[config.mk]
export PLATFORM = sky130hd
export DESIGN_NAME = mrd_bfly_addr
export DESIGN_NICKNAME = d
export VERILOG_FILES = /design/src/design/mrd_data_pkg.sv /design/src/design/mrd_ctrl_pkg.sv /design/src/design/mrd_bfly_addr.sv
export VERILOG_INCLUDE_DIRS = /design/src /design/src/design
export SDC_FILE = /design/constraint.sdc
export NUM_CORES = 1
export LEC_CHECK = 0
export BUFFER_PORTS_ARGS = -buffer_cell sky130_fd_sc_hd__buf_2
export CORE_AREA = 2 2 89 91
export CTS_CLUSTER_DIAMETER = 80
export CTS_CLUSTER_SIZE = 10
export DETAILED_ROUTE_END_ITERATION = 7
export DIE_AREA = 0 0 91 93
export PLACE_DENSITY = 0.77
export SETUP_SLACK_MARGIN = 0.02
export SLEW_MARGIN = 30
export SYNTH_ARGS = -nofsm -noshare
export SYNTH_HDL_FRONTEND = slang
export SYNTH_SLANG_ARGS = --single-unit
[constraint.sdc]
create_clock -name clk -period 7.7 [get_ports clk]
set_input_delay 2.31 -clock clk [delete_from_list [all_inputs] [get_ports clk]]
set_output_delay 2.31 -clock clk [all_outputs]
set_load 0.01 [all_outputs]
[src/design/mrd_cfg.svh]
`ifndef MRD_CFG_SVH
`define MRD_CFG_SVH

// ------------------------------
// memory geometry
// ------------------------------

// 7 banks keep radix-2..5 operands apart
`define MRD_NUM_BANKS 7
// rows per bank as address bits
`define MRD_ROW_W 9
// linear sample address over all 7 * 512 points
`define MRD_ADDR_W 12

// ------------------------------
// datapath and transform limits
// ------------------------------

// per real or imaginary part
`define MRD_SMP_W 18
`define MRD_MAX_RDX 5
`define MRD_MAX_STG 3

`endif

[src/design/mrd_data_pkg.sv]
`include "mrd_cfg.svh"

package mrd_data_pkg;

	typedef logic [`MRD_ADDR_W-1:0] addr_t;
	typedef logic [`MRD_ROW_W-1:0] row_t;
	// value 7 marks an unused lane
	typedef logic [$clog2(`MRD_NUM_BANKS + 1)-1:0] bank_t;

	typedef struct packed
	{
		logic signed [`MRD_SMP_W-1:0] re;
		logic signed [`MRD_SMP_W-1:0] im;
	} sample_t;

	// operands of one butterfly
	// lanes at or above the radix are zero
	typedef struct packed
	{
		logic [2:0]                     radix;
		logic [1:0]                     stage;
		sample_t [`MRD_MAX_RDX-1:0]     smp;
	} rd_group_t;

	// bank is the address mod 7, row the quotient
	function automatic void bank_split(input addr_t addr, output bank_t bank,
		output row_t row);
		bank = bank_t'(addr % `MRD_NUM_BANKS);
		row = row_t'(addr / `MRD_NUM_BANKS);
	endfunction

endpackage

[src/design/mrd_ctrl_pkg.sv]
`include "mrd_cfg.svh"

package mrd_ctrl_pkg;

	typedef logic [2:0] radix_t;
	typedef logic [1:0] stage_t;

	// rdx[0] is the first stage, n_stg from 1 to 3
	typedef struct packed
	{
		stage_t                     n_stg;
		radix_t [`MRD_MAX_STG-1:0]  rdx;
	} xform_cfg_t;

	typedef enum logic [1:0]
	{
		SEQ_IDLE,
		SEQ_READ,
		SEQ_GAP
	} seq_state_t;

	typedef struct packed
	{
		logic                   valid;
		stage_t                 stage;
		radix_t                 radix;
		mrd_data_pkg::addr_t    base;
		mrd_data_pkg::addr_t    offset;
		mrd_data_pkg::addr_t    stride;
		logic                   last;
	} bfly_cmd_t;

endpackage

[src/design/mrd_bfly_addr.sv]
`timescale 1ns/1ps
`include "mrd_cfg.svh"

module mrd_bfly_addr
(
	input  logic                                    clk,
	input  logic                                    rst_n,
	input  mrd_ctrl_pkg::bfly_cmd_t                 cmd,
	output logic                                    op_valid,
	output logic                                    op_last,
	output mrd_ctrl_pkg::radix_t                    op_radix,
	output mrd_ctrl_pkg::stage_t                    op_stage,
	output mrd_data_pkg::addr_t [`MRD_MAX_RDX-1:0]  op_addr
);
	import mrd_ctrl_pkg::*;
	import mrd_data_pkg::*;

	// beyond the last row of the last bank
	localparam addr_t ADDR_NONE = '1;

	addr_t start_r;
	addr_t stride_r;
	addr_t walk;

	always_ff @(posedge clk)
	begin
		if (!rst_n)
		begin
			op_valid <= 1'b0;
			op_last <= 1'b0;
		end
		else
		begin
			op_valid <= cmd.valid;
			op_last <= cmd.valid && cmd.last;
		end
	end

	// operand 0 of the butterfly
	always_ff @(posedge clk)
	begin
		start_r <= cmd.base + cmd.offset;
		stride_r <= cmd.stride;
		op_radix <= cmd.radix;
		op_stage <= cmd.stage;
	end

	// ------------------------------
	// lane addresses
	// ------------------------------
	// one stride step per lane, unused lanes get the marker
	always_comb
	begin
		walk = start_r;
		for (int m = 0; m < `MRD_MAX_RDX; m++)
		begin
			if (m < int'(op_radix))
				op_addr[m] = walk;
			else
				op_addr[m] = ADDR_NONE;
			walk = walk + stride_r;
		end
	end

endmodule

## Word level (Yosys, flattened, before mapping)

Index checks and enable logic that the tools add are counted.

| word-level totals | value |
|---|---|
| logic and storage cells | 22 |
| flip-flop bits (word level) | 31 |
| input bits | 45 |

| cells by class | value |
|---|---|
| $add $sub $neg | 5 |
| mux-type cells | 5 |
| order comparisons | 5 |
| reductions and logical operators | 1 |

Operators by type and width:

| cell | number |
|---|---|
| adder 12 bit | 5 |
| two-way mux 12 bit | 5 |
| < comparator 1 x 3 -> 1 bit, first input constant | 2 |
| < comparator 2 x 3 -> 1 bit, first input constant | 2 |
| < comparator 3 bit, first input constant | 1 |
| logical AND 1 bit | 1 |

## Logic depth before layout (Yosys ltp)

| depth | value |
|---|---|
| depth in word-level cells | 5 |
| gate-level depth with buffers | 23 |
| mapped depth without buffers | 23 |

## Worst setup path before layout

Ideal clock, no wire load.

| path | value |
|---|---|
| path type | register -> output |
| start | reg stride_r[0] |
| end | out op_addr[59] (netlist bit) |
| required time | 5.390 ns |
| arrival | 4.611 ns |
| cell stages (with the launch flop) | 23 |
| setup slack | 0.779 ns |
| cell sequence | dfxtp_1 > ha_1 > fa_1 > a21o_1 > a21oi_1 > o21bai_1 > a21oi_1 > xnor2_1 > ha_1 > or4_1 > o22ai_1 > xnor2_1 > ha_1 > o21a_1 > nor2_1 > a21oi_1 > xor2_1 > ha_1 > nand2_1 > o31ai_1 > a31oi_1 > and2_1 > mux2i_1 |

RTL lines:

| element | line | source |
|---|---|---|
| start, declared | mrd_bfly_addr.sv:22 | `addr_t stride_r;` |
| start signal, assigned | mrd_bfly_addr.sv:43 | `stride_r <= cmd.stride;` |
| end, declared | mrd_bfly_addr.sv:13 | `` output mrd_data_pkg::addr_t [`MRD_MAX_RDX-1:0] op_addr `` |

==> impl_metrics.env <==
export IMPL_report_final_setup_viol=0
export IMPL_first_pass_iters=4
export IMPL_vdd_drop_max_mv=0.2658
export IMPL_slew_headroom_pct=26.85
export IMPL_synth_distinct_cells=50
export IMPL_yosys_area_share_simple_pct=19.20
export IMPL_synth_xor_area_share_pct=12.27
export IMPL_ctsLongestPathBuffers=2
export IMPL_clock_sinks=31
export IMPL_yosysWarnings=0
export IMPL_worstSetupEndpointType="output port"
export IMPL_diodes=0
export IMPL_antenna_found_initial=0
export IMPL_ys_seq_area_share_pct=18.67
export IMPL_synth_common_cells="ha_1, nand2_1, dfxtp_1"
export IMPL_globalRouteMet2Util_pct=35.43
export IMPL_p_per_area_nw_per_um2=598.7
export IMPL_cap_violations=0
export IMPL_ys_flop_type="dfxtp_1"
export IMPL_final_max_slew_viol_count=0
export IMPL_cp_arrival_ns=5.08
export IMPL_num_fill_cells=730
export IMPL_drc=0
export IMPL_synth_area_per_cell_um2=8.287
export IMPL_die_x_um=91
export IMPL_synth_nets=506
export IMPL_synth_compound_area_share_pct=21.46
export IMPL_overflow=0
export IMPL_leakage_nw=2.085
export IMPL_synth_adder_area_share_pct=23.72
export IMPL_vias=3211
export IMPL_areaGrowthSynthToFinish_pct=27.64
export IMPL_worstPathRequired_ns=5.39
export IMPL_cts_tree="done"
export IMPL_io_buffer_count=111
export IMPL_wl_um=8460
export IMPL_synth_edf_count=0
export IMPL_die_area_um2=8463
export IMPL_ys_ff_latch=31
export IMPL_drt_iter0_markers=144
export IMPL_root_buffer="clkbuf_8"
export IMPL_synthTopCellsByArea="ha_1, dfxtp_1, xnor2_1"
export IMPL_wl_per_cell_um=13.58
export IMPL_path_class="flop to output port"
export IMPL_htreeDepth=2
export IMPL_tightest_slew_ns=1.070
export IMPL_cts_buffers_inserted=5
export IMPL_synth_top_area_share_pct=20.71
export IMPL_yosys_mux_area_fraction_pct=1.732
export IMPL_rows=32
export IMPL_ant_nets=0
export IMPL_power_mw=2.539
export IMPL_place_hpwl_um=7047
export IMPL_synth_area_um2=3323
export IMPL_track_usage_pct=19.21
export IMPL_start_kind="flop"
export IMPL_grt_busiest_layer="met2"
export IMPL_synth_cells=401
export IMPL_hold_violations=0
export IMPL_grt_met3_usage_pct=4.754
export IMPL_fin_crit_ns=7.394
export IMPL_core_area_um2=7527
export IMPL_place_gp_congestion=0.8831
export IMPL_synth_most_common_cell="ha_1"
export IMPL_hold_path_class="input port to flop"
export IMPL_drive_gt1_share_pct=30.33
export IMPL_nNetsFinal=625
export IMPL_via_per_inst=5.154
export IMPL_async_flop_share_pct=0
export IMPL_start_util_pct=44.15
export IMPL_grt_pass1_wl_um=13380
export IMPL_max_freq_mhz=135.2
export IMPL_ios=112
export IMPL_cp_max_fo=6
export IMPL_yosys_area_top_type="ha_1"
export IMPL_clk_pin_slew_ns=0.06
export IMPL_outcome="finished, final reports clean"
export IMPL_fp_dieH_um=93
export IMPL_met1_usage_pct=20.69
export IMPL_fin_crit_sh_pct=96.03
export IMPL_grt_pass1_vias=3146
export IMPL_synth_top_family_by_area="adder cells"
export IMPL_grt_max_degree=16
export IMPL_rsz0062_at_grt="no"
export IMPL_tns_ns=0
## worst paths after layout
path / end / start / slack (ns) / depth (start not counted)
min: stride_r[1] / cmd[2] / 2.13 / 1
max: op_addr[59] / start_r[0] / 0.31 / 23
## worst max-delay path: stages (launching register included)
cell,delay (ns)
dfxtp_1,0.34
ha_4,0.20
fa_2,0.35
a21o_1,0.17
a21oi_2,0.17
o21bai_1,0.12
a21oi_1,0.17
xnor2_1,0.10
ha_1,0.23
or4_1,0.55
o22ai_2,0.15
xnor2_1,0.11
ha_1,0.37
o21a_1,0.17
nor2_2,0.04
a21oi_2,0.14
xor2_1,0.10
ha_1,0.37
nand2_1,0.11
o31ai_4,0.27
a31oi_2,0.13
and2_1,0.17
mux2i_1,0.12
buf_2,0.15
## routing by layer
layer,vias to the layer above,share of wire [%]
met2,103,50
li1,1653,-
met1,1438,40
met4,0,2.9
met3,17,6.8
met5,-,0
## cell type report
| class | instances | area, um^2 | area share [%] |
|---|---|---|---|
| clock buffers | 6 | 82.58 | 1.947 |
| clock inverters | 2 | 35.03 | 0.8260 |
| inverters | 20 | 75.07 | 1.770 |
| multi-input cells | 344 | 2691 | 63.45 |
| flip-flops and latches | 31 | 621.8 | 14.66 |
| well taps | 102 | 127.6 | 3.009 |
| repair buffers | 118 | 608.1 | 14.34 |
## report_power, final
part	switching, mW	internal, mW	leakage, nW
sequential	0.0165	0.178	0.261
clock	0.0576	0.105	0.0612
combinational	1.12	1.06	1.76
## repair_timing
item / CTS / global route
gates cloned: 0 / 0
resized for setup: 3 / 15
hold buffers: 0 / 0
hold endpoints to repair: 0 / 0
pin swaps: 0 / 6
setup buffers: 0 / 6
setup endpoints to repair: 1 / 4
## state kept, by name (all words and copies together) (netlist names)
register / flops
op_last: 1
stride_r: 12
op_valid: 1
op_stage: 2
op_radix: 3
start_r: 12
## cells by family (layout without fill, tap and decap cells)
| family | after synthesis | count (layout) |
|---|---|---|
| AND/OR/NAND/NOR | 127 | 127 |
| XOR/XNOR | 44 | 44 |
| flip-flops | 31 | 31 |
| AO/OA/AOI/OAI | 108 | 108 |
| multiplexers | 5 | 5 |
| buffers and inverters | 26 | 146 |
| adder cells (fa/ha/maj) | 60 | 60 |
## through the flow
step,hold slack [ns],area [um^2],worst slack [ns],util [%],cells
CTS,2.114,4119,0.07247,54.72,617
global route,2.112,4242,0.01118,56.35,623
detailed placement,2.414,3991,0.2509,53.03,609
finish,2.125,4242,0.3059,56.35,623
global placement,2.413,3991,0.4401,53.03,609
floorplan,2.338,3323,0.7789,-,401
## cells in the final DEF (no fill, tap or decap), drive strengths merged, types with 20 or more instances in the layout
master	count
buf	118
nand2	32
nor2	28
ha	55
dfxtp	31
a21oi	25
inv	20
xnor2	29
or2	22
o21ai	22
Note: power is estimated with default switching activity, not from simulation.
