$ cat config.mk
export PLATFORM = sky130hd
export DESIGN_NAME = mrd_bank_map
export DESIGN_NICKNAME = d
export VERILOG_FILES = /design/src/design/mrd_data_pkg.sv /design/src/design/mrd_ctrl_pkg.sv /design/src/design/mrd_bank_map.sv
export VERILOG_INCLUDE_DIRS = /design/src /design/src/design
export SDC_FILE = /design/constraint.sdc
export NUM_CORES = 1
export LEC_CHECK = 0
export BUFFER_PORTS_ARGS = -buffer_cell sky130_fd_sc_hd__buf_4
export CAP_MARGIN = 20
export CORE_ASPECT_RATIO = 2
export CORE_MARGIN = 5
export CORE_UTILIZATION = 50
export CTS_BUF_LIST = sky130_fd_sc_hd__clkbuf_16
export DETAILED_ROUTE_END_ITERATION = 8
export MAX_ROUTING_LAYER = met4
export PLACE_DENSITY = 0.73
export SLEW_MARGIN = 0
export SYNTH_ARGS = -nofsm -noshare
export SYNTH_HDL_FRONTEND = slang
export SYNTH_SLANG_ARGS = --single-unit
$ cat constraint.sdc
create_clock -name clk -period 8.75 [get_ports clk]
set_clock_uncertainty 0.15 [all_clocks]
set_input_delay 0.875 -clock clk [delete_from_list [all_inputs] [get_ports clk]]
set_output_delay 0.875 -clock clk [all_outputs]
set_load 0.01 [all_outputs]
$ cat src/design/mrd_cfg.svh
`ifndef MRD_CFG_SVH
`define MRD_CFG_SVH

// ------------------------------
// memory geometry
// ------------------------------

// 7 banks keep radix-2..5 operands apart
`define MRD_NUM_BANKS 7
// rows per bank as address bits
`define MRD_ROW_W 9
// linear sample address over all 7 * 512 points
`define MRD_ADDR_W 12

// ------------------------------
// datapath and transform limits
// ------------------------------

// per real or imaginary part
`define MRD_SMP_W 18
`define MRD_MAX_RDX 5
`define MRD_MAX_STG 3

`endif

$ cat src/design/mrd_data_pkg.sv
`include "mrd_cfg.svh"

package mrd_data_pkg;

	typedef logic [`MRD_ADDR_W-1:0] addr_t;
	typedef logic [`MRD_ROW_W-1:0] row_t;
	// value 7 marks an unused lane
	typedef logic [$clog2(`MRD_NUM_BANKS + 1)-1:0] bank_t;

	typedef struct packed
	{
		logic signed [`MRD_SMP_W-1:0] re;
		logic signed [`MRD_SMP_W-1:0] im;
	} sample_t;

	// operands of one butterfly
	// lanes at or above the radix are zero
	typedef struct packed
	{
		logic [2:0]                     radix;
		logic [1:0]                     stage;
		sample_t [`MRD_MAX_RDX-1:0]     smp;
	} rd_group_t;

	// bank is the address mod 7, row the quotient
	function automatic void bank_split(input addr_t addr, output bank_t bank,
		output row_t row);
		bank = bank_t'(addr % `MRD_NUM_BANKS);
		row = row_t'(addr / `MRD_NUM_BANKS);
	endfunction

endpackage

$ cat src/design/mrd_ctrl_pkg.sv
`include "mrd_cfg.svh"

package mrd_ctrl_pkg;

	typedef logic [2:0] radix_t;
	typedef logic [1:0] stage_t;

	// rdx[0] is the first stage, n_stg from 1 to 3
	typedef struct packed
	{
		stage_t                     n_stg;
		radix_t [`MRD_MAX_STG-1:0]  rdx;
	} xform_cfg_t;

	typedef enum logic [1:0]
	{
		SEQ_IDLE,
		SEQ_READ,
		SEQ_GAP
	} seq_state_t;

	typedef struct packed
	{
		logic                   valid;
		stage_t                 stage;
		radix_t                 radix;
		mrd_data_pkg::addr_t    base;
		mrd_data_pkg::addr_t    offset;
		mrd_data_pkg::addr_t    stride;
		logic                   last;
	} bfly_cmd_t;

endpackage

$ cat src/design/mrd_bank_map.sv
`timescale 1ns/1ps
`include "mrd_cfg.svh"

module mrd_bank_map
(
	input  logic                                    clk,
	input  logic                                    rst_n,
	input  logic                                    op_valid,
	input  logic                                    op_last,
	input  mrd_ctrl_pkg::radix_t                    op_radix,
	input  mrd_ctrl_pkg::stage_t                    op_stage,
	input  mrd_data_pkg::addr_t [`MRD_MAX_RDX-1:0]  op_addr,
	output logic [`MRD_NUM_BANKS-1:0]               rd_en,
	output mrd_data_pkg::row_t [`MRD_NUM_BANKS-1:0] rd_row,
	output mrd_data_pkg::bank_t [`MRD_MAX_RDX-1:0]  lane_bank,
	output logic                                    req_valid,
	output logic                                    req_last,
	output mrd_ctrl_pkg::radix_t                    req_radix,
	output mrd_ctrl_pkg::stage_t                    req_stage
);
	import mrd_ctrl_pkg::*;
	import mrd_data_pkg::*;

	localparam int unsigned NUM_WORDS = `MRD_NUM_BANKS << `MRD_ROW_W;
	localparam bank_t BANK_NONE = bank_t'(`MRD_NUM_BANKS);

	bank_t [`MRD_MAX_RDX-1:0]   lane_bank_c;
	row_t [`MRD_MAX_RDX-1:0]    lane_row_c;
	logic [`MRD_NUM_BANKS-1:0]  hit_c;
	row_t [`MRD_NUM_BANKS-1:0]  row_c;

	// ------------------------------
	// split each lane
	// ------------------------------
	always_comb
	begin
		for (int m = 0; m < `MRD_MAX_RDX; m++)
		begin
			bank_split(op_addr[m], lane_bank_c[m], lane_row_c[m]);
			// marker lanes from the address stage
			if (op_addr[m] >= addr_t'(NUM_WORDS))
				lane_bank_c[m] = BANK_NONE;
		end
	end

	// lowest lane wins
	always_comb
	begin
		hit_c = '0;
		row_c = '0;
		for (int k = 0; k < `MRD_NUM_BANKS; k++)
		begin
			for (int m = `MRD_MAX_RDX - 1; m >= 0; m--)
			begin
				if (lane_bank_c[m] == bank_t'(k))
				begin
					hit_c[k] = 1'b1;
					row_c[k] = lane_row_c[m];
				end
			end
		end
	end

	// ------------------------------
	// request registers
	// ------------------------------
	always_ff @(posedge clk)
	begin
		if (!rst_n)
		begin
			rd_en <= '0;
			req_valid <= 1'b0;
			req_last <= 1'b0;
		end
		else
		begin
			rd_en <= op_valid ? hit_c : '0;
			req_valid <= op_valid;
			req_last <= op_valid && op_last;
		end
	end

	always_ff @(posedge clk)
	begin
		rd_row <= row_c;
		lane_bank <= lane_bank_c;
		req_radix <= op_radix;
		req_stage <= op_stage;
	end

endmodule

Yosys cells after proc, flatten, opt, wreduce, memory -nomap -nowiden --
Cells that the tools add are included.
Word-level totals: flip-flop bits (word level) 92
Operators by class: div/mod/pow operators 10, $lt $le $gt $ge 5, eq/ne operators 30, mux-type cells 75, reduce and logical (&&, ||, !) cells 7
Operators by type and width (count):
- 9-bit 2-to-1 mux | 35
- 12-bit by 3-bit divider with 32-bit output, second input constant | 5
- 12-bit by 3-bit modulo with 32-bit output, second input constant | 5
- 12-bit >= comparator, second input constant | 5
- 3-bit equality test, second input constant | 15
- 1-bit 2-to-1 mux | 35
- 3-bit by 2-bit equality test with 1-bit output, second input constant | 10
- 3-bit by 1-bit equality test with 1-bit output, second input constant | 5
- 3-bit logical NOT | 5
- 3-bit 2-to-1 mux | 5
- 2-bit AND reduction | 1
- 1-bit logical AND | 1

Longest topological paths before layout --
depth after elaboration 8, gate-level depth with buffers 37

Worst setup path before layout --
Ideal clock, no wire load.
kind input port to flip-flop, start point input port op_addr[22] (netlist name), end point register rd_row[45] (netlist name), arrival 7.939 ns, path slack 0.539 ns, cell stages on the path 36, path buffers 4, path through buf_2 nand2_1 inv_1 ha_1 nor2b_1 or3b_1 a22oi_1 o21ai_0 a21o_1 clkbuf_1 maj3_1 a211oi_2 xnor2_1 nor2_1 o21ai_0 a21boi_0 ha_1 nand2_1 inv_1 or4_1 a31oi_1 o2bb2ai_1 o31a_1 buf_2 a21oi_1 inv_1 ha_1 o211ai_1 mux2i_1 or2_1 buf_2 mux2i_1 nor2_1 or4_1 a22oi_1 a31oi_1
RTL lines:
- start, declared | RTL line mrd_bank_map.sv:12 | input mrd_data_pkg::addr_t [`MRD_MAX_RDX-1:0] op_addr,
- end signal, assigned | RTL line mrd_bank_map.sv:85 | rd_row <= row_c;
- end, declared | RTL line mrd_bank_map.sv:14 | output mrd_data_pkg::row_t [`MRD_NUM_BANKS-1:0] rd_row,

==> summary.txt <==
Place
  – IO Port Bufs: 160
  – Routability Congestion: 1.08
  – Place WS: -0.00788 ns
  – Dpl hpwl: approximately 42000 um

Power and ir drop
  – VDD IR-drop max: 0.000201 V
  – Switching share of power: 52.2%
  – Combinational group share of total power: 74.9%
  – LEAKAGE: about 6 nW
  – Sequential power share: 15.9%
  – Total Power: between 4 and 5 mW
  – Pint: 2.13 mW
  – Power share of the clock group: 9.2%
  – Net Sw Power: 2.32 mW
  – Cell Pwr Density: about 300 nW/um2

Final layout
  – Final net count: roughly 2000
  – Area delta synth->final: 15.9%
  – Inserted Diodes: 0
  – Combined area of the multi-input logic cells: approximately 10000 um2
  – Final Util: 58.4%
  – Layout cell share with drive strength beyond 1: between 10% and 20%
  – Fillers: 2495
  – FF/Latch Area: between 1500 and 2000 um2

Outcome
  – Status: complete, no violations

Logic synthesis
  – Predominant post-synthesis flop cell: dfxtp_1
  – Post-synth top cells: nand2_1, nor2_1, dfxtp_1, a21oi_1, clkbuf_1
  – Number of flops mapped to enable cells by yosys: 0
  – Synth cell types: 113
  – Area leader, netlist: dfxtp_1
  – Average cell area after synthesis: 7.03 um2
  – Sequential-to-total area share from yosys stat: about 15%
  – Most common cell in the synthesized netlist: nand2_1
  – Gate Count Post-Synth: 1786
  – Yosys warns: 0
  – Synthesized area: 12600 um2
  – Yosys top cell area share: between 10 and 15%
  – Post-synth ARST share: 0%
  – Syn Nets: 1870
  – Synth top area cells: dfxtp_1, nand2_1, nor2_1, a21oi_1, o21ai_0
  – FF+latch count, synth: 92

Route
  – Initial DRC Count: about 1300
  – DR DRC count: 0
  – Vias: 15700
  – DR WL/cell: 23.8 um
  – Detail Route Antenna Nets: 0
  – Vias per cell: 6.99
  – Drt pass-1 iters: 8
  – WL final: 53600 um

Global routing
  – Global-route total usage across every layer: 37.3%
  – Vias in the first global route: ~15000
  – Initial antenna violation count: 0
  – Global-route wire length before repair: a little over 80000 um
  – Grt ovf: 0
  – Largest net degree at the start of global routing: 22

Clock network
  – TritonCTS clock tree: done
  – H-tree levels: 3
  – Clk buf depth: 2
  – Clock buffer count from CTS: 9
  – Clk sinks: 92
  – Clock root cell: clkbuf_16
  – CTS Hold Bufs: 0
  – Worst-path clk slew: 0.07 ns

Min path
  – Hold Path Depth: 1
  – Hold Startpoint: op_radix[1]
  – Worst Hold Class: in -> reg

Floorplanning
  – Die Wd: 122 um
  – Die height: 234 um
  – Die area: roughly 29000 um2
  – Initial core utilization: 50.4%
  – Ports: ~160
  – Area of the core: between 20000 and 25000 um2
  – Std cell rows: 82

Worst setup path
  – CP Class: in -> reg
  – Crit path required time: 8.86 ns
  – Worst EP arrival: 8.43 ns
  – CP startpoint: op_addr[9]
  – Crit end category: flip-flop
  – Crit path launch type: primary input
  – Worst Path Max Fanout: 11

STA
  – Fin. Hold Viols: 0
  – Final period util: between 90% and 100%
  – Clock period minus final worst setup slack: between 8 and 9 ns
  – Relative slew slack: 21.8%
  – Fmax: around 120 MHz
  – Final Setup Violations: 0
  – Hold Slack: 0.439 ns
  – Least-Margin Pin Slew: 1.17 ns
  – Min setup slack post-route: 0.430 ns
  – Final Max Slew Viols: 0

Job
  – Max-cap violation count: 0
[cell type report]
cell class / count / area share (%)
Sequential cell: 92 / 12.7
Multi-Input combinational cell: 1506 / 68.5
Clock inverter: 6 / 0.404
Timing Repair Buffer: 242 / 12.5
Inverter: 58 / 1.50
Clock buffer: 9 / 1.55
Tap cell: 336 / 2.89
[state kept, by name, indices dropped and copies added (netlist names)]
| register | flops |
|---|---|
| req_last | 1 |
| lane_bank | 15 |
| req_radix | 3 |
| rd_en | 7 |
| req_stage | 2 |
| rd_row | 63 |
| req_valid | 1 |
[worst max-delay path, cell delays in order]
cell       delay [ns]
buf_4            0.15
nand2_1          0.19
inv_1            0.09
ha_1             0.27
and3_1           0.23
a2111o_1         0.40
nor3_1           0.26
a2111oi_0        0.14
a211o_1          0.31
or3_1            0.47
maj3_1           0.37
o211a_1          0.15
or4b_4           0.67
xnor2_4          0.29
ha_1             0.29
nand2_1          0.08
o32a_1           0.30
o211a_4          0.18
a31o_2           0.30
ha_1             0.20
a21bo_2          0.27
nand2_1          0.29
a21boi_1         0.30
o22a_1           0.64
o311ai_0         0.34
a32oi_1          0.35
[metal layers]
metal | global-route usage, % | share of wire (%) | up-vias
li1 | - | - | 7208
met1 | 36.6 | 34 | 7327
met4 | 31.3 | 10 | 0
met2 | 63.8 | 49 | 851
met5 | - | 0 | -
met3 | 5.77 | 6.6 | 325
[final timing paths]
kind / end / slack, ns
setup / recovery: rd_row[44] / 0.43
hold / removal: req_radix[1] / 0.44
[power groups by stage]
stage          Sequential (mW)  Clock [mW]  Combinational (mW)
2_1_floorplan            0.775           0                1.94
3_3_place_gp             0.715           0                3.18
3_5_place_dp             0.707           0                3.20
4_1_cts                  0.705       0.413                3.21
5_1_grt                  0.721       0.430                3.53
6_report                 0.709       0.411                3.33
[per-stage QoR]
step	std cells	setup TNS [ns]	area, um2
CTS	2247	0	14500
global placement	2232	0	14200
finish	2249	0	14600
floorplan	1786	0	12600
global route	2249	-0.359	14600
detailed placement	2232	-0.00788	14200
[layout by cell type (no fill, tap or decap), types with 12 or more instances in the layout]
| cell type | instances |
|---|---|
| a211oi_1 | 27 |
| a21o_1 | 28 |
| a21oi_1 | 82 |
| a22oi_1 | 12 |
| a31o_2 | 14 |
| a31oi_1 | 55 |
| a32oi_1 | 27 |
| a41oi_1 | 21 |
| and2_1 | 35 |
| and3_1 | 38 |
| buf_4 | 241 |
| dfxtp_1 | 92 |
| ha_1 | 15 |
| inv_1 | 58 |
| mux2_2 | 14 |
| mux2i_1 | 32 |
| nand2_1 | 191 |
| nand2b_1 | 25 |
| nand3_1 | 64 |
| nand3b_1 | 17 |
| nand4_1 | 21 |
| nor2_1 | 142 |
| nor2b_1 | 18 |
| nor3_1 | 55 |
| nor4_1 | 21 |
| o211a_1 | 20 |
| o211ai_1 | 36 |
| o21a_1 | 21 |
| o21ai_0 | 69 |
| o21ai_1 | 16 |
| o22ai_1 | 18 |
| o311ai_0 | 16 |
| o31ai_1 | 25 |
| o32a_1 | 12 |
| or3_1 | 30 |
| or4_1 | 16 |
| xnor2_1 | 19 |
[what timing repair did]
item,CTS,global route
resized for setup,0,9
endpoints found under the setup margin,0,56
setup buffers,0,1
[kinds of logic after synthesis]
kind of cell               synth area share (%)
DFF                                        14.7
muxes                                      4.29
AOI/OAI and AO/OA                          39.5
adders and majority gates                  1.97
xor gates and xnor gates                   2.17
and+or+nand+nor                            31.0
buffers and inverters                      6.36
No activity file was read; power rests on OpenSTA's default activity.
