`config.mk`:
```
export PLATFORM = sky130hd
export DESIGN_NAME = mrd_stage_seq
export DESIGN_NICKNAME = d
export VERILOG_FILES = /design/src/design/mrd_data_pkg.sv /design/src/design/mrd_ctrl_pkg.sv /design/src/design/mrd_stage_seq.sv
export VERILOG_INCLUDE_DIRS = /design/src /design/src/design
export SDC_FILE = /design/constraint.sdc
export NUM_CORES = 1
export LEC_CHECK = 0
export BUFFER_PORTS_ARGS = -buffer_cell sky130_fd_sc_hd__buf_4
export CAP_MARGIN = 40
export CORE_MARGIN = 2
export CORE_UTILIZATION = 35
export DETAILED_ROUTE_END_ITERATION = 10
export SLEW_MARGIN = 10
export SYNTH_ARGS = -nofsm -noshare
export SYNTH_HDL_FRONTEND = slang
export SYNTH_SLANG_ARGS = --single-unit
```
`constraint.sdc`:
```
create_clock -name clk -period 9.58 [get_ports clk]
set_input_delay 1.437 -clock clk [delete_from_list [all_inputs] [get_ports clk]]
set_output_delay 1.437 -clock clk [all_outputs]
set_load 0.005 [all_outputs]
```
`src/design/mrd_cfg.svh`:
```
`ifndef MRD_CFG_SVH
`define MRD_CFG_SVH

// ------------------------------
// memory geometry
// ------------------------------

// 7 banks keep radix-2..5 operands apart
`define MRD_NUM_BANKS 7
// rows per bank as address bits
`define MRD_ROW_W 9
// linear sample address over all 7 * 512 points
`define MRD_ADDR_W 12

// ------------------------------
// datapath and transform limits
// ------------------------------

// per real or imaginary part
`define MRD_SMP_W 18
`define MRD_MAX_RDX 5
`define MRD_MAX_STG 3

`endif

```
`src/design/mrd_data_pkg.sv`:
```
`include "mrd_cfg.svh"

package mrd_data_pkg;

	typedef logic [`MRD_ADDR_W-1:0] addr_t;
	typedef logic [`MRD_ROW_W-1:0] row_t;
	// value 7 marks an unused lane
	typedef logic [$clog2(`MRD_NUM_BANKS + 1)-1:0] bank_t;

	typedef struct packed
	{
		logic signed [`MRD_SMP_W-1:0] re;
		logic signed [`MRD_SMP_W-1:0] im;
	} sample_t;

	// operands of one butterfly
	// lanes at or above the radix are zero
	typedef struct packed
	{
		logic [2:0]                     radix;
		logic [1:0]                     stage;
		sample_t [`MRD_MAX_RDX-1:0]     smp;
	} rd_group_t;

	// bank is the address mod 7, row the quotient
	function automatic void bank_split(input addr_t addr, output bank_t bank,
		output row_t row);
		bank = bank_t'(addr % `MRD_NUM_BANKS);
		row = row_t'(addr / `MRD_NUM_BANKS);
	endfunction

endpackage

```
`src/design/mrd_ctrl_pkg.sv`:
```
`include "mrd_cfg.svh"

package mrd_ctrl_pkg;

	typedef logic [2:0] radix_t;
	typedef logic [1:0] stage_t;

	// rdx[0] is the first stage, n_stg from 1 to 3
	typedef struct packed
	{
		stage_t                     n_stg;
		radix_t [`MRD_MAX_STG-1:0]  rdx;
	} xform_cfg_t;

	typedef enum logic [1:0]
	{
		SEQ_IDLE,
		SEQ_READ,
		SEQ_GAP
	} seq_state_t;

	typedef struct packed
	{
		logic                   valid;
		stage_t                 stage;
		radix_t                 radix;
		mrd_data_pkg::addr_t    base;
		mrd_data_pkg::addr_t    offset;
		mrd_data_pkg::addr_t    stride;
		logic                   last;
	} bfly_cmd_t;

endpackage

```
`src/design/mrd_stage_seq.sv`:
```
`timescale 1ns/1ps
`include "mrd_cfg.svh"

module mrd_stage_seq
(
	input  logic                        clk,
	input  logic                        rst_n,
	input  logic                        start,
	input  mrd_ctrl_pkg::xform_cfg_t    cfg,
	output mrd_ctrl_pkg::bfly_cmd_t     cmd,
	output logic                        busy
);
	import mrd_ctrl_pkg::*;
	import mrd_data_pkg::*;

	// cycles from the last command until its group has left the memory
	localparam logic [2:0] DRAIN = 3'd4;

	seq_state_t state;
	xform_cfg_t cfg_r;
	stage_t     stg;
	addr_t      off;
	addr_t      blk;
	addr_t      base;
	logic [2:0] drain;

	addr_t      stride_tab [`MRD_MAX_STG];
	addr_t      blocks_tab [`MRD_MAX_STG];
	radix_t     rdx;
	addr_t      stride;
	addr_t      blocks;
	addr_t      span;
	logic       off_end;
	logic       blk_end;
	logic       stg_end;

	// ------------------------------
	// stage geometry
	// ------------------------------
	// stride from later stages, block count from earlier ones
	always_comb
	begin
		for (int s = 0; s < `MRD_MAX_STG; s++)
		begin
			stride_tab[s] = addr_t'(1);
			blocks_tab[s] = addr_t'(1);
			for (int j = 0; j < `MRD_MAX_STG; j++)
			begin
				if (j > s && j < int'(cfg_r.n_stg))
					stride_tab[s] = stride_tab[s] * cfg_r.rdx[j];
				if (j < s)
					blocks_tab[s] = blocks_tab[s] * cfg_r.rdx[j];
			end
		end
	end

	assign rdx = cfg_r.rdx[stg];
	assign stride = stride_tab[stg];
	assign blocks = blocks_tab[stg];
	// distance between consecutive block bases
	assign span = stride * rdx;

	assign off_end = (off == stride - addr_t'(1));
	assign blk_end = (blk == blocks - addr_t'(1));
	assign stg_end = (stg == stage_t'(cfg_r.n_stg - 2'd1));

	always_comb
	begin
		cmd.valid = (state == SEQ_READ);
		cmd.stage = stg;
		cmd.radix = rdx;
		cmd.base = base;
		cmd.offset = off;
		cmd.stride = stride;
		cmd.last = off_end && blk_end && stg_end;
	end

	assign busy = (state != SEQ_IDLE);

	always_ff @(posedge clk)
	begin
		if (state == SEQ_IDLE && start)
			cfg_r <= cfg;
	end

	// ------------------------------
	// butterfly walk
	// ------------------------------
	always_ff @(posedge clk)
	begin
		if (!rst_n)
		begin
			state <= SEQ_IDLE;
			stg <= '0;
			off <= '0;
			blk <= '0;
			base <= '0;
			drain <= '0;
		end
		else
		begin
			case (state)
				SEQ_IDLE:
				begin
					if (start)
					begin
						state <= SEQ_READ;
						stg <= '0;
						off <= '0;
						blk <= '0;
						base <= '0;
					end
				end
				SEQ_READ:
				begin
					if (!off_end)
						off <= off + addr_t'(1);
					else if (!blk_end)
					begin
						off <= '0;
						blk <= blk + addr_t'(1);
						base <= base + span;
					end
					else
					begin
						off <= '0;
						blk <= '0;
						base <= '0;
						state <= SEQ_GAP;
						// zero means one gap cycle, then the next stage
						if (stg_end)
							drain <= DRAIN;
						else
						begin
							stg <= stg + stage_t'(1);
							drain <= '0;
						end
					end
				end
				SEQ_GAP:
				begin
					if (drain == 3'd0)
						state <= SEQ_READ;
					else if (drain == 3'd1)
						state <= SEQ_IDLE;
					else
						drain <= drain - 3'd1;
				end
				default:
					state <= SEQ_IDLE;
			endcase
		end
	end

endmodule

```
=== Word-level counts from Yosys, hierarchy flattened ===
Index checks and enable logic that the tools add are counted.

* Flip-flop bits (word level): 54
* Output and inout bits: 44

* Add/subtract/negate cells: 8
* Multipliers: 3
* Reductions and logical operators: 13
* Equality and inequality tests: 13
* $lt $le $gt $ge: 4
* Bitwise gates (word level): 1
* Muxes and demuxes: 37

{| class="wikitable"
|+ Operator list
! cell !! count
|-
| 2-to-1 mux 12 bit || 11
|-
| one-hot mux 12 bit (2 select lines) || 3
|-
| binary-select mux 12 bit (select 2 bit) || 2
|-
| adder 12 x 1 -> 12 bit (second input constant) || 2
|-
| equality test 12 bit || 2
|-
| 2-to-1 mux 3 bit || 8
|-
| subtractor 12 x 1 -> 12 bit (second input constant) || 2
|-
| 2-to-1 mux 2 bit || 9
|-
| adder 12 bit || 1
|-
| multiplier 12 x 3 -> 12 bit || 1
|-
| multiplier 3 x 3 -> 6 bit || 2
|-
| AND reduction 5 bit || 2
|-
| != test 2 bit (second input constant) || 4
|-
| binary-select mux 3 bit (select 2 bit) || 1
|-
| one-hot mux 2 bit (3 select lines) || 1
|-
| one-hot mux 3 bit (2 select lines) || 1
|-
| nonzero test 2 bit || 3
|-
| != test 2 x 1 -> 1 bit (second input constant) || 2
|-
| one-hot mux 2 bit (2 select lines) || 1
|-
| AND reduction 4 bit || 1
|-
| equality test 3 x 1 -> 1 bit (second input constant) || 1
|-
| greater-or-equal comparator 3 bit (second input constant) || 1
|-
| logical AND 1 bit || 3
|-
| zero test 3 bit || 1
|-
| other kinds (14) || 14
|}

=== Depth between registers and ports, before layout ===
* Depth after elaboration: 12
* Gate-level depth with buffers: 23
* Gate-level depth less buffers: 22

=== Worst setup path before layout ===
OpenSTA, ideal clock, no wires.

* Path type: reg2out
* Start: reg cfg_r[9] in the netlist's numbering
* End: out cmd[0] in the netlist's numbering
* Path slack: 4061 ps
* Data arrival time: 4082 ps
* Stages on the path, launching flop included: 14
* Cells stage by stage: edfxtp_1 > ha_1 > nor3b_1 > nor2b_1 > fa_1 > ha_1 > fa_1 > nor4bb_1 > a211oi_1 > or4_4 > a2111oi_4 > o311a_2 > nand4_1 > nor2_1

{| class="wikitable"
|+ RTL lines
! item !! RTL line !! text
|-
| start, declared || mrd_stage_seq.sv:20 || <nowiki>xform_cfg_t cfg_r;</nowiki>
|-
| start signal, assigned || mrd_stage_seq.sv:83 || <nowiki>cfg_r <= cfg;</nowiki>
|-
| end, declared || mrd_stage_seq.sv:10 || <nowiki>output mrd_ctrl_pkg::bfly_cmd_t cmd,</nowiki>
|}

==> metrics.txt <==
vias per cell=5.19; Iter 0 DRT Violations=203; drt pass-1 iters=6; setup TNS=0 ps; die area=0.0137 mm²; worst hold slack=473 ps; cells on worst reg2reg path=22; core area=0.0126 mm²; Syn Area/Cell=roughly 8 µm²; Switching Fraction=37.4%; CTS Buf Count=5; Worst R2R End=base[11]; Fin Clk Skew=7.53 ps; Post-CTS Resized=0; NetSw=263 µW; FF-to-FF Start=cfg_r[10]; most frequent cells after synthesis=inv_1, nand2_1, a21oi_1; total gr overflow=0; HPWL after DPL=8.32 mm; Vias=4013; CP arrival=4930 ps; Overall Global Routing Usage=16.6%; Netlist cell types=67; synth-to-layout area growth=14.8%; CP Capture Type=output port; final worst slack=3220 ps; post-synthesis cell count=559; power density of the placed cells=around 140 mW/mm²; share of cells above drive strength 1=approximately an eighth; CTS tree=yes; Post-synth ARST share=0%; Post-synth EDFFs=11; Cell Area, Synth=0.00448 mm²; Flop pwr share=between 30% and 40%; top post-synthesis cells by area=dfxtp_1, ha_1, edfxtp_1; Slew headroom=48.8%; Combinational Power Share=a little over a third; final antenna diode count=0; largest net degree at the start of global routing=29; status=complete, no violations; PortBufs=~50; RSZ-0062 raised after global routing=false; R2R setup slack=3980 ps; overall die height=117 µm; Hold Fails Final Rpt=0; worst path required time=8140 ps; Placement Setup Slack=3590 ps; CTS Hold Bufs=0; Hold Startpoint=base[6]; vias in the first global route=3845; P_int=around 440 µW; post-synth top area share=19.2%; maxcap violations=0; CTS max path bufs=2; multi-input combinational cell area=0.00295 mm²; worst-skew pair later-pin latency=310 ps; fillers=1290; Routed wire per std cell=14.2 µm; worst hold path depth=2; highest clock rate=between 0.15 and 0.2 GHz; total chip power=704 µW; Clock Tree Root=clkbuf_16; Worst Path Max Fanout=5; Nets=660; IO Pins=58; Rows=41; Setup Viol. Count Final=0; routability cong.=approximately 0.86; fin crit share=66.4%; storage element area=0.00119 mm²; clk slew on worst S/H paths=80 ps; DRC=0; Final min period=roughly 6400 ps; H-tree depth=2; Routed Antenna Nets=0; cell accounting for the most synthesized area=dfxtp_1; Post-CTS Setup Bufs=0; Hold Path Class=reg2reg; startpoint types=register; hold path endpoint=base[6]; worst-case vdd ir drop=0.0726 mV; P_leak=2.19 nW; initial core utilization=35.7%; register area share after synthesis=a little over a quarter; worst slew pin tran=768 ps; max-slew violations=0; first-pass GRT wire length=18.3 mm; Synth Flop Type=dfxtp_1; Synth Warn #=0; initial antenna violation count=0; CP Class=reg2out; FF+latch count, synth=54; Clk network pwr share=28.2%; Die Width=117 µm; clock sinks=54; routed wire length=between 10 and 15 mm
-- worst max-delay path by stage --
| stage | from | endpoint | slack (ps) | depth (start not counted) |
|---|---|---|---|---|
| after detailed placement | cfg_r[10] | cmd[0] | 3590 | 15 |
| after CTS | cfg_r[10] | cmd[0] | 3210 | 15 |
| after global routing | cfg_r[10] | cmd[0] | 2960 | 15 |
| after global placement | cfg_r[10] | cmd[0] | 3660 | 15 |
| after floorplan | cfg_r[9] | cmd[0] | 4060 | 13 |
| final | cfg_r[10] | cmd[0] | 3220 | 15 |
-- layout make-up --
cell class | instances | area share (%)
tap | 172 | 4.18
clock inverter | 3 | 0.559
multi-input combinational | 425 | 57.4
sequential | 54 | 23.1
inverter | 60 | 4.42
timing repair buffer | 54 | 7.88
clock buffer | 5 | 2.43
-- critical path: stages (launching register included) --
cell       delay, ps
edfxtp_1         420
inv_1             80
ha_1             220
nor3b_1          380
nor2b_1          130
fa_1             490
ha_1             250
fa_1             490
nor4bb_1         310
a211oi_1         170
or4_4            520
a2111oi_4        340
o311a_2          310
nand4_1          210
nor2_1           180
buf_4            130
-- cell usage in the layout (no fill, tap or decap), types with 9 or more instances in the layout --
| cell type | instances |
|---|---|
| a21o_1 | 9 |
| a21oi_1 | 48 |
| and2_1 | 9 |
| and3_1 | 21 |
| buf_4 | 54 |
| dfxtp_1 | 43 |
| edfxtp_1 | 11 |
| fa_1 | 15 |
| ha_1 | 31 |
| inv_1 | 57 |
| nand2_1 | 57 |
| nand3_1 | 26 |
| nor2_1 | 38 |
| nor3_1 | 9 |
| o211ai_1 | 9 |
| o21ai_0 | 17 |
| o22ai_1 | 10 |
| or3_1 | 10 |
| xnor2_1 | 15 |
| xor2_1 | 9 |
-- kinds of logic (layout without fill, tap and decap cells) --
group,after synthesis,after routing,share of synthesized area [%]
flip-flops,54,54,26.6
other,1,6,0.0836
adder cells (fa/ha/maj),46,46,15.4
multiplexers,3,3,0.670
AO/OA/AOI/OAI,131,131,19.5
buffers and inverters,85,122,7.95
XOR/XNOR,25,25,5.22
AND/OR/NAND/NOR,214,214,24.7
-- state kept, by name (all words and copies together), names as in the netlist --
name	flops
off	12
blk	12
stg	2
drain	3
base	12
cfg_r	11
state	2
-- through the flow --
| stage | utilization, % | cells | instance area [µm²] |
|---|---|---|---|
| global placement | 39.7 | 764 | 4990 |
| floorplan | - | 564 | 4500 |
| global route | 41.0 | 773 | 5150 |
| CTS | 41.0 | 773 | 5150 |
| detailed placement | 39.7 | 765 | 4990 |
| finish | 41.0 | 773 | 5150 |
-- power by group through the flow --
| stage | Combinational, mW | Sequential [mW] | Clock [mW] |
|---|---|---|---|
| 2_1_floorplan | 0.189 | 0.255 | 0 |
| 3_3_place_gp | 0.245 | 0.262 | 0 |
| 3_5_place_dp | 0.249 | 0.262 | 0 |
| 4_1_cts | 0.250 | 0.257 | 0.205 |
| 5_1_grt | 0.279 | 0.259 | 0.216 |
| 6_report | 0.249 | 0.257 | 0.198 |
-- per-layer routing --
metal,part of all wire [%],GRT usage (%),vias to the layer above
met1,49,22.2,1871
met4,1.3,4.39,0
li1,-,-,2045
met5,0,0,-
met2,46,27.2,84
met3,4.1,3.55,13
Note: power is estimated with default switching activity, not from simulation.
